==> src/logic/rasterSetupPkg.sv <==
`default_nettype none

package rasterSetupPkg;

	// ----------------------------------------
	// Coordinate formats
	// ----------------------------------------

	// Signed screen coordinate
	// Vertices, query pixels and box bounds
	typedef logic signed [11:0] coord_t;

	// Drawing area bound, always positive
	typedef logic [9:0] areaCoord_t;

	// ----------------------------------------
	// Arithmetic results
	// ----------------------------------------

	// Edge function value, 12b x 12b product plus bias
	// Only the sign bit matters downstream
	typedef logic signed [22:0] edgeVal_t;

	// Line stepper decision term
	// Holds 2*minor + 1 and the 2*minor - 2*major update
	typedef logic signed [13:0] lineErr_t;

	// ----------------------------------------
	// Span limits for early reject
	// ----------------------------------------

	// Widest accepted box, plus one
	localparam int MAX_SPAN_X = 1024;

	// Tallest accepted box, plus one
	localparam int MAX_SPAN_Y = 512;

endpackage

`default_nettype wire

==> src/logic/triangleSetup.sv <==
`timescale 1ns/1ns
`default_nettype none

module triangleSetup (
	input  logic                        i_clk,
	input  logic                        i_rst,
	input  logic                        i_setupStrobe,
	input  logic                        i_isLine,
	input  rasterSetupPkg::coord_t      i_x0,
	input  rasterSetupPkg::coord_t      i_y0,
	input  rasterSetupPkg::coord_t      i_x1,
	input  rasterSetupPkg::coord_t      i_y1,
	input  rasterSetupPkg::coord_t      i_x2,
	input  rasterSetupPkg::coord_t      i_y2,
	input  rasterSetupPkg::areaCoord_t  i_areaX0,
	input  rasterSetupPkg::areaCoord_t  i_areaY0,
	input  rasterSetupPkg::areaCoord_t  i_areaX1,
	input  rasterSetupPkg::areaCoord_t  i_areaY1,
	output logic                        o_setupDone,
	output logic                        o_reject,
	output rasterSetupPkg::coord_t      o_clipMinX,
	output rasterSetupPkg::coord_t      o_clipMaxX,
	output rasterSetupPkg::coord_t      o_clipMinY,
	output rasterSetupPkg::coord_t      o_clipMaxY,
	output rasterSetupPkg::coord_t      o_areaX0,
	output rasterSetupPkg::coord_t      o_areaX1,
	output rasterSetupPkg::coord_t      o_areaY0,
	output rasterSetupPkg::coord_t      o_areaY1,
	output rasterSetupPkg::coord_t      o_vx0,
	output rasterSetupPkg::coord_t      o_vy0,
	output rasterSetupPkg::coord_t      o_vx1,
	output rasterSetupPkg::coord_t      o_vy1,
	output rasterSetupPkg::coord_t      o_vx2,
	output rasterSetupPkg::coord_t      o_vy2,
	output rasterSetupPkg::coord_t      o_e,
	output rasterSetupPkg::coord_t      o_f,
	output rasterSetupPkg::coord_t      o_negPreA,
	output rasterSetupPkg::coord_t      o_preB,
	output rasterSetupPkg::coord_t      o_c,
	output rasterSetupPkg::coord_t      o_negD,
	output logic                        o_bias0,
	output logic                        o_bias1,
	output logic                        o_bias2,
	output logic                        o_isLine
);
	import rasterSetupPkg::*;

	function automatic coord_t minOf(coord_t a, coord_t b);
		return (a < b) ? a : b;
	endfunction

	function automatic coord_t maxOf(coord_t a, coord_t b);
		return (a > b) ? a : b;
	endfunction

	// ----------------------------------------
	// Stage 1, capture on strobe
	// ----------------------------------------
	logic       capValid;
	logic       capIsLine;
	coord_t     capX0, capY0, capX1, capY1, capX2, capY2;
	areaCoord_t capAreaX0, capAreaY0, capAreaX1, capAreaY1;

	always_ff @(posedge i_clk) begin
		if (i_rst) begin
			capValid <= 1'b0;
		end else begin
			capValid <= i_setupStrobe;
		end
	end

	always_ff @(posedge i_clk) begin
		if (i_setupStrobe) begin
			capIsLine <= i_isLine;
			capX0     <= i_x0;
			capY0     <= i_y0;
			capX1     <= i_x1;
			capY1     <= i_y1;
			capX2     <= i_x2;
			capY2     <= i_y2;
			capAreaX0 <= i_areaX0;
			capAreaY0 <= i_areaY0;
			capAreaX1 <= i_areaX1;
			capAreaY1 <= i_areaY1;
		end
	end

	// Area bounds widened to the signed coordinate format
	coord_t areaX0, areaY0, areaX1, areaY1;
	assign areaX0 = coord_t'({2'b00, capAreaX0});
	assign areaY0 = coord_t'({2'b00, capAreaY0});
	assign areaX1 = coord_t'({2'b00, capAreaX1});
	assign areaY1 = coord_t'({2'b00, capAreaY1});

	// Edge differences, negated forms taken directly
	coord_t e, f, negPreA, preB, c, negD;
	assign e       = capX2 - capX1;
	assign f       = capY1 - capY2;
	assign negPreA = capX0 - capX2;
	assign preB    = capY2 - capY0;
	assign c       = capX1 - capX0;
	assign negD    = capY0 - capY1;

	// Top-left rule per edge
	logic bias0, bias1, bias2;
	assign bias0 = f[11] | ((f == '0) & e[11]);
	assign bias1 = preB[11] | ((preB == '0) & negPreA[11]);
	assign bias2 = negD[11] | ((negD == '0) & c[11]);

	// Box from v0/v1, vertex 2 only for triangles
	coord_t minX01, maxX01, minY01, maxY01;
	coord_t minX, maxX, minY, maxY;
	assign minX01 = minOf(capX0, capX1);
	assign maxX01 = maxOf(capX0, capX1);
	assign minY01 = minOf(capY0, capY1);
	assign maxY01 = maxOf(capY0, capY1);
	assign minX   = capIsLine ? minX01 : minOf(minX01, capX2);
	assign maxX   = capIsLine ? maxX01 : maxOf(maxX01, capX2);
	assign minY   = capIsLine ? minY01 : minOf(minY01, capY2);
	assign maxY   = capIsLine ? maxY01 : maxOf(maxY01, capY2);

	// Spans need one extra bit, never negative
	logic [12:0] spanX, spanY;
	assign spanX = {maxX[11], maxX} - {minX[11], minX};
	assign spanY = {maxY[11], maxY} - {minY[11], minY};

	// Too large, or fully outside the area on any side
	logic reject;
	assign reject = (spanX >= 13'(MAX_SPAN_X)) | (spanY >= 13'(MAX_SPAN_Y))
		| (maxX < areaX0) | (maxY < areaY0)
		| (minX > areaX1) | (minY > areaY1);

	// ----------------------------------------
	// Stage 2, results and done
	// ----------------------------------------
	always_ff @(posedge i_clk) begin
		if (i_rst) begin
			o_setupDone <= 1'b0;
			o_reject    <= 1'b0;
			o_isLine    <= 1'b0;
		end else begin
			o_setupDone <= capValid;
			if (capValid) begin
				o_reject <= reject;
				o_isLine <= capIsLine;
			end
		end
	end

	always_ff @(posedge i_clk) begin
		if (capValid) begin
			// Inclusive intersection of box and area
			o_clipMinX <= maxOf(minX, areaX0);
			o_clipMaxX <= minOf(maxX, areaX1);
			o_clipMinY <= maxOf(minY, areaY0);
			o_clipMaxY <= minOf(maxY, areaY1);
			o_areaX0   <= areaX0;
			o_areaX1   <= areaX1;
			o_areaY0   <= areaY0;
			o_areaY1   <= areaY1;
			o_vx0      <= capX0;
			o_vy0      <= capY0;
			o_vx1      <= capX1;
			o_vy1      <= capY1;
			o_vx2      <= capX2;
			o_vy2      <= capY2;
			o_e        <= e;
			o_f        <= f;
			o_negPreA  <= negPreA;
			o_preB     <= preB;
			o_c        <= c;
			o_negD     <= negD;
			o_bias0    <= bias0;
			o_bias1    <= bias1;
			o_bias2    <= bias2;
		end
	end

endmodule

`default_nettype wire

==> src/logic/pixelBoxTest.sv <==
`timescale 1ns/1ns
`default_nettype none

module pixelBoxTest (
	input  rasterSetupPkg::coord_t i_pixelX,
	input  rasterSetupPkg::coord_t i_pixelY,
	input  rasterSetupPkg::coord_t i_clipMinX,
	input  rasterSetupPkg::coord_t i_clipMaxX,
	input  rasterSetupPkg::coord_t i_clipMinY,
	input  rasterSetupPkg::coord_t i_clipMaxY,
	input  rasterSetupPkg::coord_t i_areaX0,
	input  rasterSetupPkg::coord_t i_areaX1,
	input  rasterSetupPkg::coord_t i_areaY0,
	input  rasterSetupPkg::coord_t i_areaY1,
	output logic                   o_inBoxL,
	output logic                   o_inBoxR,
	output logic                   o_lineInside
);
	import rasterSetupPkg::*;

	// Inclusive on both ends
	function automatic logic inRange(coord_t v, coord_t lo, coord_t hi);
		return (v >= lo) & (v <= hi);
	endfunction

	// Even/odd members of the pair
	coord_t lPixX, rPixX, linePixX;
	assign lPixX = coord_t'({i_pixelX[11:1], 1'b0});
	assign rPixX = coord_t'({i_pixelX[11:1], 1'b1});

	// ----------------------------------------
	// Triangle, clipped box
	// ----------------------------------------
	logic clipRowOk;
	assign clipRowOk = inRange(i_pixelY, i_clipMinY, i_clipMaxY);
	assign o_inBoxL  = clipRowOk & inRange(lPixX, i_clipMinX, i_clipMaxX);
	assign o_inBoxR  = clipRowOk & inRange(rPixX, i_clipMinX, i_clipMaxX);

	// ----------------------------------------
	// Line, drawing area only
	// ----------------------------------------

	// Pair member picked by requested parity
	assign linePixX = i_pixelX[0] ? rPixX : lPixX;

	logic areaRowOk;
	assign areaRowOk    = inRange(i_pixelY, i_areaY0, i_areaY1);
	assign o_lineInside = areaRowOk & inRange(linePixX, i_areaX0, i_areaX1);

endmodule

`default_nettype wire

==> src/logic/coverageStage.sv <==
`timescale 1ns/1ns
`default_nettype none

module coverageStage (
	input  logic                   i_clk,
	input  logic                   i_rst,
	input  logic                   i_queryStrobe,
	input  rasterSetupPkg::coord_t i_pixelX,
	input  rasterSetupPkg::coord_t i_pixelY,
	input  rasterSetupPkg::coord_t i_vx0,
	input  rasterSetupPkg::coord_t i_vy0,
	input  rasterSetupPkg::coord_t i_vx1,
	input  rasterSetupPkg::coord_t i_vy1,
	input  rasterSetupPkg::coord_t i_vx2,
	input  rasterSetupPkg::coord_t i_vy2,
	input  rasterSetupPkg::coord_t i_e,
	input  rasterSetupPkg::coord_t i_f,
	input  rasterSetupPkg::coord_t i_negPreA,
	input  rasterSetupPkg::coord_t i_preB,
	input  rasterSetupPkg::coord_t i_c,
	input  rasterSetupPkg::coord_t i_negD,
	input  logic                   i_bias0,
	input  logic                   i_bias1,
	input  logic                   i_bias2,
	input  rasterSetupPkg::coord_t i_clipMinX,
	input  rasterSetupPkg::coord_t i_clipMaxX,
	input  rasterSetupPkg::coord_t i_clipMinY,
	input  rasterSetupPkg::coord_t i_clipMaxY,
	input  rasterSetupPkg::coord_t i_areaX0,
	input  rasterSetupPkg::coord_t i_areaX1,
	input  rasterSetupPkg::coord_t i_areaY0,
	input  rasterSetupPkg::coord_t i_areaY1,
	input  logic                   i_isLine,
	output logic                   o_queryDone,
	output logic                   o_validL,
	output logic                   o_validR,
	output logic                   o_lineInside
);
	import rasterSetupPkg::*;

	// All >= 0 (one winding) or all < 0 (the other)
	function automatic logic sameSign(edgeVal_t a, edgeVal_t b, edgeVal_t c);
		logic sa, sb, sc;
		sa = a[$bits(edgeVal_t)-1];
		sb = b[$bits(edgeVal_t)-1];
		sc = c[$bits(edgeVal_t)-1];
		return (!sa & !sb & !sc) | (sa & sb & sc);
	endfunction

	// ----------------------------------------
	// Edge functions, left pixel
	// ----------------------------------------
	coord_t lPixX;
	coord_t dxV0, dyV0, dxV1, dyV1, dxV2, dyV2;
	assign lPixX = coord_t'({i_pixelX[11:1], 1'b0});
	assign dxV0  = lPixX - i_vx0;
	assign dyV0  = i_pixelY - i_vy0;
	assign dxV1  = lPixX - i_vx1;
	assign dyV1  = i_pixelY - i_vy1;
	assign dxV2  = lPixX - i_vx2;
	assign dyV2  = i_pixelY - i_vy2;

	edgeVal_t w0L, w1L, w2L, w0R, w1R, w2R;
	assign w0L = i_e * dyV1 + i_f * dxV1 - edgeVal_t'(i_bias0);
	assign w1L = i_negPreA * dyV2 + i_preB * dxV2 - edgeVal_t'(i_bias1);
	assign w2L = i_c * dyV0 + i_negD * dxV0 - edgeVal_t'(i_bias2);

	// Right pixel is one step in X, add the X coefficient
	assign w0R = w0L + edgeVal_t'(i_f);
	assign w1R = w1L + edgeVal_t'(i_preB);
	assign w2R = w2L + edgeVal_t'(i_negD);

	// ----------------------------------------
	// Box flags and coverage
	// ----------------------------------------
	logic inBoxL, inBoxR, lineInside;

	pixelBoxTest boxTest (
		.i_pixelX     (i_pixelX),
		.i_pixelY     (i_pixelY),
		.i_clipMinX   (i_clipMinX),
		.i_clipMaxX   (i_clipMaxX),
		.i_clipMinY   (i_clipMinY),
		.i_clipMaxY   (i_clipMaxY),
		.i_areaX0     (i_areaX0),
		.i_areaX1     (i_areaX1),
		.i_areaY0     (i_areaY0),
		.i_areaY1     (i_areaY1),
		.o_inBoxL     (inBoxL),
		.o_inBoxR     (inBoxR),
		.o_lineInside (lineInside)
	);

	logic coverL, coverR;
	assign coverL = sameSign(w0L, w1L, w2L) & inBoxL & !i_isLine;
	assign coverR = sameSign(w0R, w1R, w2R) & inBoxR & !i_isLine;

	// One cycle, results held until next query
	always_ff @(posedge i_clk) begin
		if (i_rst) begin
			o_queryDone  <= 1'b0;
			o_validL     <= 1'b0;
			o_validR     <= 1'b0;
			o_lineInside <= 1'b0;
		end else begin
			o_queryDone <= i_queryStrobe;
			if (i_queryStrobe) begin
				o_validL     <= coverL;
				o_validR     <= coverR;
				o_lineInside <= lineInside;
			end
		end
	end

endmodule

`default_nettype wire

==> src/logic/lineStepper.sv <==
`timescale 1ns/1ns
`default_nettype none

module lineStepper (
	input  logic                   i_clk,
	input  logic                   i_rst,
	input  logic                   i_lineStart,
	input  logic                   i_lineStep,
	input  rasterSetupPkg::coord_t i_x0,
	input  rasterSetupPkg::coord_t i_y0,
	input  rasterSetupPkg::coord_t i_x1,
	input  rasterSetupPkg::coord_t i_y1,
	output rasterSetupPkg::coord_t o_lineX,
	output rasterSetupPkg::coord_t o_lineY
);
	import rasterSetupPkg::*;

	// ----------------------------------------
	// Direction and spans
	// ----------------------------------------
	coord_t      c, d;
	logic        negX, negY;
	logic [11:0] absX, absY, major, minor;
	logic        swapAxis;

	assign c    = i_x1 - i_x0;
	assign d    = i_y1 - i_y0;
	assign negX = c[11];
	assign negY = d[11];
	assign absX = negX ? -c : c;
	assign absY = negY ? -d : d;

	// Ties stay X major
	assign swapAxis = absY > absX;
	assign major    = swapAxis ? absY : absX;
	assign minor    = swapAxis ? absX : absY;

	lineErr_t err, errNext, startErr, majorErr, majorTwice, minorTwice;
	assign majorErr   = lineErr_t'(major);
	assign majorTwice = lineErr_t'({major, 1'b0});
	assign minorTwice = lineErr_t'({minor, 1'b0});
	assign startErr   = minorTwice + lineErr_t'(!swapAxis);

	// Error past the major span moves the minor axis too
	logic diag, moveX, moveY;
	assign diag    = err > majorErr;
	assign moveX   = !swapAxis | diag;
	assign moveY   = swapAxis | diag;
	assign errNext = diag ? (err + minorTwice - majorTwice) : (err + minorTwice);

	coord_t stepX, stepY;
	assign stepX = negX ? coord_t'(-1) : coord_t'(1);
	assign stepY = negY ? coord_t'(-1) : coord_t'(1);

	// ----------------------------------------
	// Position and error registers
	// ----------------------------------------
	always_ff @(posedge i_clk) begin
		if (i_rst) begin
			o_lineX <= '0;
			o_lineY <= '0;
			err     <= '0;
		end else if (i_lineStart) begin
			o_lineX <= i_x0;
			o_lineY <= i_y0;
			err     <= startErr;
		end else if (i_lineStep) begin
			if (moveX) begin
				o_lineX <= o_lineX + stepX;
			end
			if (moveY) begin
				o_lineY <= o_lineY + stepY;
			end
			err <= errNext;
		end
	end

endmodule

`default_nettype wire

==> src/logic/rasterSetupUnit.sv <==
`timescale 1ns/1ns
`default_nettype none

module rasterSetupUnit (
	input  logic                       i_clk,
	input  logic                       i_rst,
	input  logic                       i_setupStrobe,
	input  logic                       i_isLine,
	input  rasterSetupPkg::coord_t     i_x0,
	input  rasterSetupPkg::coord_t     i_y0,
	input  rasterSetupPkg::coord_t     i_x1,
	input  rasterSetupPkg::coord_t     i_y1,
	input  rasterSetupPkg::coord_t     i_x2,
	input  rasterSetupPkg::coord_t     i_y2,
	input  rasterSetupPkg::areaCoord_t i_areaX0,
	input  rasterSetupPkg::areaCoord_t i_areaY0,
	input  rasterSetupPkg::areaCoord_t i_areaX1,
	input  rasterSetupPkg::areaCoord_t i_areaY1,
	input  logic                       i_queryStrobe,
	input  rasterSetupPkg::coord_t     i_pixelX,
	input  rasterSetupPkg::coord_t     i_pixelY,
	input  logic                       i_lineStart,
	input  logic                       i_lineStep,
	output logic                       o_setupDone,
	output logic                       o_reject,
	output rasterSetupPkg::coord_t     o_clipMinX,
	output rasterSetupPkg::coord_t     o_clipMaxX,
	output rasterSetupPkg::coord_t     o_clipMinY,
	output rasterSetupPkg::coord_t     o_clipMaxY,
	output logic                       o_queryDone,
	output logic                       o_validL,
	output logic                       o_validR,
	output logic                       o_lineInside,
	output rasterSetupPkg::coord_t     o_lineX,
	output rasterSetupPkg::coord_t     o_lineY
);
	import rasterSetupPkg::*;

	// Registered setup results
	coord_t vx0, vy0, vx1, vy1, vx2, vy2;
	coord_t areaX0, areaX1, areaY0, areaY1;
	coord_t e, f, negPreA, preB, c, negD;
	logic   bias0, bias1, bias2;
	logic   isLine;

	triangleSetup setup (
		.i_clk (i_clk), .i_rst (i_rst),
		.i_setupStrobe (i_setupStrobe), .i_isLine (i_isLine),
		.i_x0 (i_x0), .i_y0 (i_y0), .i_x1 (i_x1), .i_y1 (i_y1),
		.i_x2 (i_x2), .i_y2 (i_y2),
		.i_areaX0 (i_areaX0), .i_areaY0 (i_areaY0),
		.i_areaX1 (i_areaX1), .i_areaY1 (i_areaY1),
		.o_setupDone (o_setupDone), .o_reject (o_reject),
		.o_clipMinX (o_clipMinX), .o_clipMaxX (o_clipMaxX),
		.o_clipMinY (o_clipMinY), .o_clipMaxY (o_clipMaxY),
		.o_areaX0 (areaX0), .o_areaX1 (areaX1),
		.o_areaY0 (areaY0), .o_areaY1 (areaY1),
		.o_vx0 (vx0), .o_vy0 (vy0), .o_vx1 (vx1), .o_vy1 (vy1),
		.o_vx2 (vx2), .o_vy2 (vy2),
		.o_e (e), .o_f (f), .o_negPreA (negPreA), .o_preB (preB),
		.o_c (c), .o_negD (negD),
		.o_bias0 (bias0), .o_bias1 (bias1), .o_bias2 (bias2),
		.o_isLine (isLine)
	);

	// Pixel pair query, one cycle
	coverageStage coverage (
		.i_clk (i_clk), .i_rst (i_rst),
		.i_queryStrobe (i_queryStrobe),
		.i_pixelX (i_pixelX), .i_pixelY (i_pixelY),
		.i_vx0 (vx0), .i_vy0 (vy0), .i_vx1 (vx1), .i_vy1 (vy1),
		.i_vx2 (vx2), .i_vy2 (vy2),
		.i_e (e), .i_f (f), .i_negPreA (negPreA), .i_preB (preB),
		.i_c (c), .i_negD (negD),
		.i_bias0 (bias0), .i_bias1 (bias1), .i_bias2 (bias2),
		.i_clipMinX (o_clipMinX), .i_clipMaxX (o_clipMaxX),
		.i_clipMinY (o_clipMinY), .i_clipMaxY (o_clipMaxY),
		.i_areaX0 (areaX0), .i_areaX1 (areaX1),
		.i_areaY0 (areaY0), .i_areaY1 (areaY1),
		.i_isLine (isLine),
		.o_queryDone (o_queryDone), .o_validL (o_validL),
		.o_validR (o_validR), .o_lineInside (o_lineInside)
	);

	// Walks from captured v0 toward v1
	lineStepper stepper (
		.i_clk (i_clk), .i_rst (i_rst),
		.i_lineStart (i_lineStart), .i_lineStep (i_lineStep),
		.i_x0 (vx0), .i_y0 (vy0), .i_x1 (vx1), .i_y1 (vy1),
		.o_lineX (o_lineX), .o_lineY (o_lineY)
	);

endmodule

`default_nettype wire

==> config.mk <==
export PLATFORM = sky130hd
export DESIGN_NAME = rasterSetupUnit
export DESIGN_NICKNAME = d
export VERILOG_FILES = /design/src/logic/rasterSetupPkg.sv /design/src/logic/triangleSetup.sv /design/src/logic/pixelBoxTest.sv /design/src/logic/coverageStage.sv /design/src/logic/lineStepper.sv /design/src/logic/rasterSetupUnit.sv
export SDC_FILE = /design/constraint.sdc
export NUM_CORES = 2
export LEC_CHECK = 0
export BUFFER_PORTS_ARGS = -buffer_cell sky130_fd_sc_hd__buf_2
export CORE_MARGIN = 4
export CORE_UTILIZATION = 36
export DETAILED_ROUTE_END_ITERATION = 10
export RECOVER_POWER = 100
export SYNTH_ARGS = -nofsm -noshare
export SYNTH_HDL_FRONTEND = slang
export SYNTH_SLANG_ARGS = --single-unit
==> constraint.sdc <==
create_clock -name i_clk -period 13.8 [get_ports i_clk]
set_input_delay 1.38 -clock i_clk [delete_from_list [all_inputs] [get_ports i_clk]]
set_output_delay 1.38 -clock i_clk [all_outputs]
set_load 0.005 [all_outputs]
[Word-level counts from Yosys, hierarchy flattened]
Cells that the tools add are included.
Word-level totals
  logic and storage cells: 200
  output and inout port bits: 78
  input bits: 143
  register bits after elaboration: 394
Operators by class
  add/subtract/negate cells: 32
  $lt $le $gt $ge: 30
  bitwise gates (word level): 35
  mux-type cells: 32
  reductions and logical operators: 16
  $mul: 6
Operator list (number)
  12-bit two-way mux: 24
  12-bit subtractor: 14
  12-bit by 12-bit multiplier with 23-bit output: 6
  23-bit by 12-bit adder with 23-bit output: 3
  23-bit adder: 3
  23-bit by 2-bit subtractor with 23-bit output: 3
  12-bit > comparator: 5
  12-bit by 11-bit > comparator with 1-bit output: 4
  12-bit by 11-bit less-than comparator with 1-bit output: 4
  12-bit less-than comparator: 4
  14-bit two-way mux: 3
  10-bit two-way mux: 4
  12-bit greater-or-equal comparator: 3
  12-bit less-or-equal comparator: 3
  12-bit logical NOT: 3
  12-bit by 12-bit subtractor with 13-bit output: 2
  12-bit adder: 2
  12-bit by 11-bit greater-or-equal comparator with 1-bit output: 2
  12-bit by 11-bit less-or-equal comparator with 1-bit output: 2
  12-bit negation: 2
  1-bit AND: 23
  13-bit by 1-bit adder with 14-bit output: 1
  14-bit adder: 1
  14-bit by 13-bit > comparator with 1-bit output: 1
  8 further kinds: 29

[Longest topological paths before layout]
  depth after elaboration: 12
  gate-level depth with buffers: 45
  gate-level depth less buffers: 44

[Cells and area by module]
Synthesis repeated with hierarchy kept, for this count alone.
Second synthesis, totals
  cells, all modules: 6896
  area total of the unflattened synthesis: 65310.1 sq um
By module, submodules not included
  coverageStage: area an instance 37713.7 sq um, cells an instance 4165, times used 1
  triangleSetup: area an instance 19153.4 sq um, cells an instance 1608, times used 1
  lineStepper: area an instance 5982.0 sq um, cells an instance 777, times used 1
  pixelBoxTest: area an instance 2461.1 sq um, cells an instance 346, times used 1

[Worst setup path after synthesis]
Ideal clock, no wire load.
  kind: input to register
  start: in i_pixelY[0]
  end: reg coverage.o_validR
  data required time: 13684 ps
  cell stages on the path: 39
  setup time: 116 ps
  buffers on the path: 1
  data arrival time: 10529 ps
  setup slack: 3155 ps
  cells stage by stage: inv_1 > ha_1 > inv_1 > fa_1 > a21oi_1 > o211ai_1 > or4_1 > a31oi_1 > o21bai_1 > xor2_1 > clkbuf_1 > nand2_1 > fa_1 > fa_1 > inv_1 > fa_1 > fa_1 > fa_1 > [... 3 more ...] > inv_1 > ha_1 > a2111oi_0 > o21ai_0 > o21ai_0 > a2bb2oi_1 > nand2b_1 > a21oi_1 > xnor2_1 > ha_1 > nand4_1 > a2111oi_0 > a221o_1 > a21oi_1 > xnor2_1 > xnor2_1 > mux2i_1 > o21ai_1
On the way
  longest elaborated chain between the ends: 11
  elaborated cells between the ends (all ways): 29
  those cells by class: add/sub (12); mul (3); order compare (2); bitwise (9); reduce/logical (3)
RTL lines
  start: declaration: line rasterSetupUnit.sv:21  | input rasterSetupPkg::coord_t i_pixelY,
  12-bit subtractor (on tied branches): line coverageStage.sv:59, coverageStage.sv:61
  12-bit by 12-bit multiplier with 23-bit output (on tied branches): line coverageStage.sv:64, coverageStage.sv:65
  23-bit adder (on tied branches): line coverageStage.sv:64, coverageStage.sv:65
  23-bit by 2-bit subtractor with 23-bit output (on tied branches): line coverageStage.sv:64, coverageStage.sv:65
  23-bit by 12-bit adder with 23-bit output (on tied branches): line coverageStage.sv:69, coverageStage.sv:70
  1-bit logical NOT: line coverageStage.sv:47  | return (!sa & !sb & !sc) | (sa & sb & sc);
  1-bit AND (2 in series): line coverageStage.sv:47
  1-bit bitwise OR: line coverageStage.sv:47
  1-bit AND * (2 in series): line coverageStage.sv:96  | assign coverR = sameSign(w0R, w1R, w2R) & inBoxR & !i_isLine;
  end signal: assignment: line coverageStage.sv:109  | o_validR <= coverR;
  end: declaration: line coverageStage.sv:36  | output logic o_validR,
Mark *: on every way between the ends. The rest lies on a longest branch, timed or not.
A chain may end at the register's enable or synchronous reset.

[Worst setup path after layout]
Same ends and word-level chain as after synthesis.

==> key figures <==
Outcome
  – Run status: finished with violations
  – Violated checks: max-capacitance violations, max-slew violations

Drt
  – Routed Wire Length: 193 mm
  – Routed wirelength normalized by instance count: 21.0 µm
  – Vias after detailed routing: 47100
  – Via/cell ratio: 5.11
  – Length of the first detailed-routing pass in iterations: 5
  – First-iteration detailed-routing DRC count: 3031
  – Number of antenna-violating nets in the routed design: 0
  – Number of remaining DRC errors: 0

Floorplan
  – Die width: 430 µm
  – Initial cell density of the core: 36.4%
  – Count of pins on the block boundary: between 200 and 250
  – Number of placement rows: around 150
  – Area of the die: 185000 µm²
  – Die H: 430 µm
  – Area of the core: 177000 µm²

Clocking
  – Clock tree from TritonCTS: yes
  – Sink count of the clock tree: 394
  – CTS buffer count: 44
  – Htree depth: 2
  – Later-pin clock latency in the skew report: 660 ps
  – Total setup buffers inserted after CTS: 0
  – Clock transition at the registers of the reported paths: around 70 ps
  – Resized Gates After CTS: 0
  – Max Root-Sink Buffers: 3
  – CTS hold repair buffers: 0
  – Root buffer selected by CTS: sky130_fd_sc_hd__clkbuf_16

Synthesis
  – Mapped Area: around 64000 µm²
  – Portion of synthesized cell area occupied by the leading cell type: 30.0%
  – Async SR Flop Fraction: 0%
  – Syn_area_per_cell: 9.60 µm²
  – Number of cells produced by synthesis: 6694
  – Cell taking the most area after synthesis: sky130_fd_sc_hd__fa_1
  – Post-synth cell types: 86
  – Number of flip-flops and latches in the synthesized netlist: just under 400
  – Predominant post-synthesis flop cell: sky130_fd_sc_hd__edfxtp_1
  – Number of flops mapped to enable cells by yosys: 348
  – Largest cells by area after synthesis: sky130_fd_sc_hd__fa_1, sky130_fd_sc_hd__edfxtp_1, sky130_fd_sc_hd__ha_1
  – Post-synthesis sequential area ratio: 17.7%
  – Count of yosys warnings during synthesis: 0

Global route
  – Total GRT Usage: between 20% and 30%
  – Pin count of the biggest net entering global routing: 137
  – Peak-usage layer in the global routing report: met2
  – Number of antenna violations at the first check in global routing: 8
  – GRT met3 Usage: approximately 2.6%
  – Global-route wire length before repair: approximately 300 mm
  – Met2 capacity usage during global routing: 35.6%
  – Via count of the first global-routing pass: 49400
  – Total grt overflow: 0
  – Met1 Usage GRT: between 20% and 30%

Finish
  – Number of non-filler instances in the completed layout: 9208
  – Final design instance area without fill: 69300 µm²
  – Register with the highest flop count: stepper.err
  – Final net count: 8722
  – Flip-flop count of the largest register, all copies and words added: 14
  – Synthesis-to-layout area growth: 7.82%
  – Share of final-layout standard cells stronger than drive strength 1: between 4 and 5%

Setup path
  – Total buffers and inverters traversed by the critical path: 8
  – Data arrival, critical path: 12730 ps
  – Cell depth of the worst flop-to-flop path: 34
  – Reg-to-Reg Start: setup.capY0[1]
  – Setup slack, reg-to-reg: 1820 ps
  – Required time of the critical path: 14320 ps
  – Startpoint Class: primary input
  – Most Frequent Cell on Critical Path: sky130_fd_sc_hd__fa_1
  – Highest fanout seen on the critical path: 12
  – Crit. End Element: register
  – Slowest stage cell, crit path: sky130_fd_sc_hd__xnor2_1
  – Worst R2R End: setup.o_reject
  – Category of cells accounting for the largest share of critical-path delay: adder cells
  – Setup CP Type: in -> reg
  – Slowest cell delay on critical path: roughly 690 ps

STA
  – Setup skew after layout: 51.5 ps
  – Clock period minus final worst setup slack: about 12000 ps
  – Final WS setup: 1580 ps
  – Number of hold-slack violations in the final timing report: 0
  – Final sum of negative setup slack: 0 ps
  – Final Slew Violations: just under 400
  – Max-Slew Margin vs Limit: -410%
  – F_max: 81.8 MHz
  – Portion of the clock cycle consumed by the worst path in the final layout: 88.5%
  – Setup Viol. Count Final: 0
  – Unrepaired setup endpoints after global routing: no
  – Least-Margin Pin Slew: 7640 ps

Hold path
  – Number of cells on the worst hold path: 2
  – Hold Crit Class: reg -> reg
  – Hold path startpoint: coverage.o_lineInside
  – Min-Delay Endpoint: coverage.o_lineInside

Place
  – Total cell area at the placement stage: 68100 µm²
  – Place WS: 1040 ps
  – Final estimated routing congestion in global placement: 0.925
  – HPWL after DPL: roughly 160 mm
  – Placed cell count: 9126
  – Number of buffers added on ports: 220

Flow run
  – MaxCap Viol Count: 8
cell usage in the layout (no fill, tap or decap), types with 12 or more instances in the layout:
cell type                      n
sky130_fd_sc_hd__ha_1        784
sky130_fd_sc_hd__o21bai_1     32
sky130_fd_sc_hd__a211oi_1     43
sky130_fd_sc_hd__buf_4        44
sky130_fd_sc_hd__a21boi_0     26
sky130_fd_sc_hd__a31oi_1      21
sky130_fd_sc_hd__dfxtp_1      46
sky130_fd_sc_hd__nor2b_1     119
sky130_fd_sc_hd__o31a_1       14
sky130_fd_sc_hd__and2_1      317
sky130_fd_sc_hd__clkbuf_16    44
sky130_fd_sc_hd__o21a_1       85
sky130_fd_sc_hd__xor2_1       77
sky130_fd_sc_hd__mux2i_1      50
sky130_fd_sc_hd__or2_2        28
sky130_fd_sc_hd__a21oi_1     238
sky130_fd_sc_hd__xnor2_1     229
sky130_fd_sc_hd__fa_1        963
sky130_fd_sc_hd__or3_1        12
sky130_fd_sc_hd__buf_2       102
sky130_fd_sc_hd__nand2_1     606
sky130_fd_sc_hd__nand2b_1     66
sky130_fd_sc_hd__nand3_1      40
sky130_fd_sc_hd__o211ai_1     22
sky130_fd_sc_hd__nand4_1      43
sky130_fd_sc_hd__edfxtp_1    348
sky130_fd_sc_hd__nor2_1      286
sky130_fd_sc_hd__mux2_2       56
sky130_fd_sc_hd__o21ai_0     203
sky130_fd_sc_hd__inv_1      1413
sky130_fd_sc_hd__nor3_1       58
sky130_fd_sc_hd__clkbuf_1    135
sky130_fd_sc_hd__a21o_1      108
how the worst max path moves through the flow:
stage / startpoint / endpoint / cells after the start
2_1_floorplan: i_pixelY[0] / coverage.o_validR / 39
3_3_place_gp: i_pixelY[0] / coverage.o_validR / 40
3_5_place_dp: i_pixelY[0] / coverage.o_validR / 40
4_1_cts: i_pixelY[0] / coverage.o_validR / 40
5_1_grt: i_pixelY[0] / coverage.o_validR / 39
6_report: i_pixelY[0] / coverage.o_validR / 40
cell usage after synthesis, types with 108 or more instances:
master	n
sky130_fd_sc_hd__a21o_1	108
sky130_fd_sc_hd__a21oi_1	237
sky130_fd_sc_hd__and2_1	317
sky130_fd_sc_hd__clkbuf_1	176
sky130_fd_sc_hd__edfxtp_1	348
sky130_fd_sc_hd__fa_1	963
sky130_fd_sc_hd__ha_1	784
sky130_fd_sc_hd__inv_1	1413
sky130_fd_sc_hd__nand2_1	606
sky130_fd_sc_hd__nor2_1	286
sky130_fd_sc_hd__nor2b_1	119
sky130_fd_sc_hd__o21ai_0	199
sky130_fd_sc_hd__xnor2_1	234
metal layers:
metal | vias up | wire length (µm)
met4 | 0 | 10500
met5 | - | 0
met3 | 370 | 10200
li1 | 21600 | -
met2 | 1378 | 92300
met1 | 23700 | 80000
stage by stage:
step	hold WS (ps)	util [%]
2_1_floorplan	424	-
3_3_place_gp	438	38.5
3_5_place_dp	459	38.5
4_1_cts	476	39.3
5_1_grt	509	39.2
6_report	479	39.2
kinds of logic (layout without fill, tap and decap cells):
family | count (synthesis) | count (layout) | share of synthesized area, %
other cells | 1 | 7 | 0.00584
simple gates | 1632 | 1632 | 12.4
flops | 394 | 394 | 17.7
fa+ha+maj | 1747 | 1747 | 45.3
buf+inv | 1600 | 1768 | 9.36
compound gates | 889 | 889 | 8.90
mux | 116 | 116 | 1.94
xor+xnor | 315 | 315 | 4.38
tightest hold or removal path, cell delays in order (launching register included):
cell                      delay (ps)
sky130_fd_sc_hd__dfxtp_1         320
sky130_fd_sc_hd__nand2_1          60
sky130_fd_sc_hd__o31ai_1          60
layout make-up:
class	count	area, µm²
inverters	1414	5310
multi-input cells	4701	46900
clock buffers	49	1120
flip-flops and latches	394	11400
repair buffers	277	1330
clock inverters	28	322
well taps	2340	2930
fillers	17500	107000
diodes	5	12.5
Power is left out: the tool's default activity adds up to more than one toggle a clock period on the data nets, which glitch-free logic cannot reach.
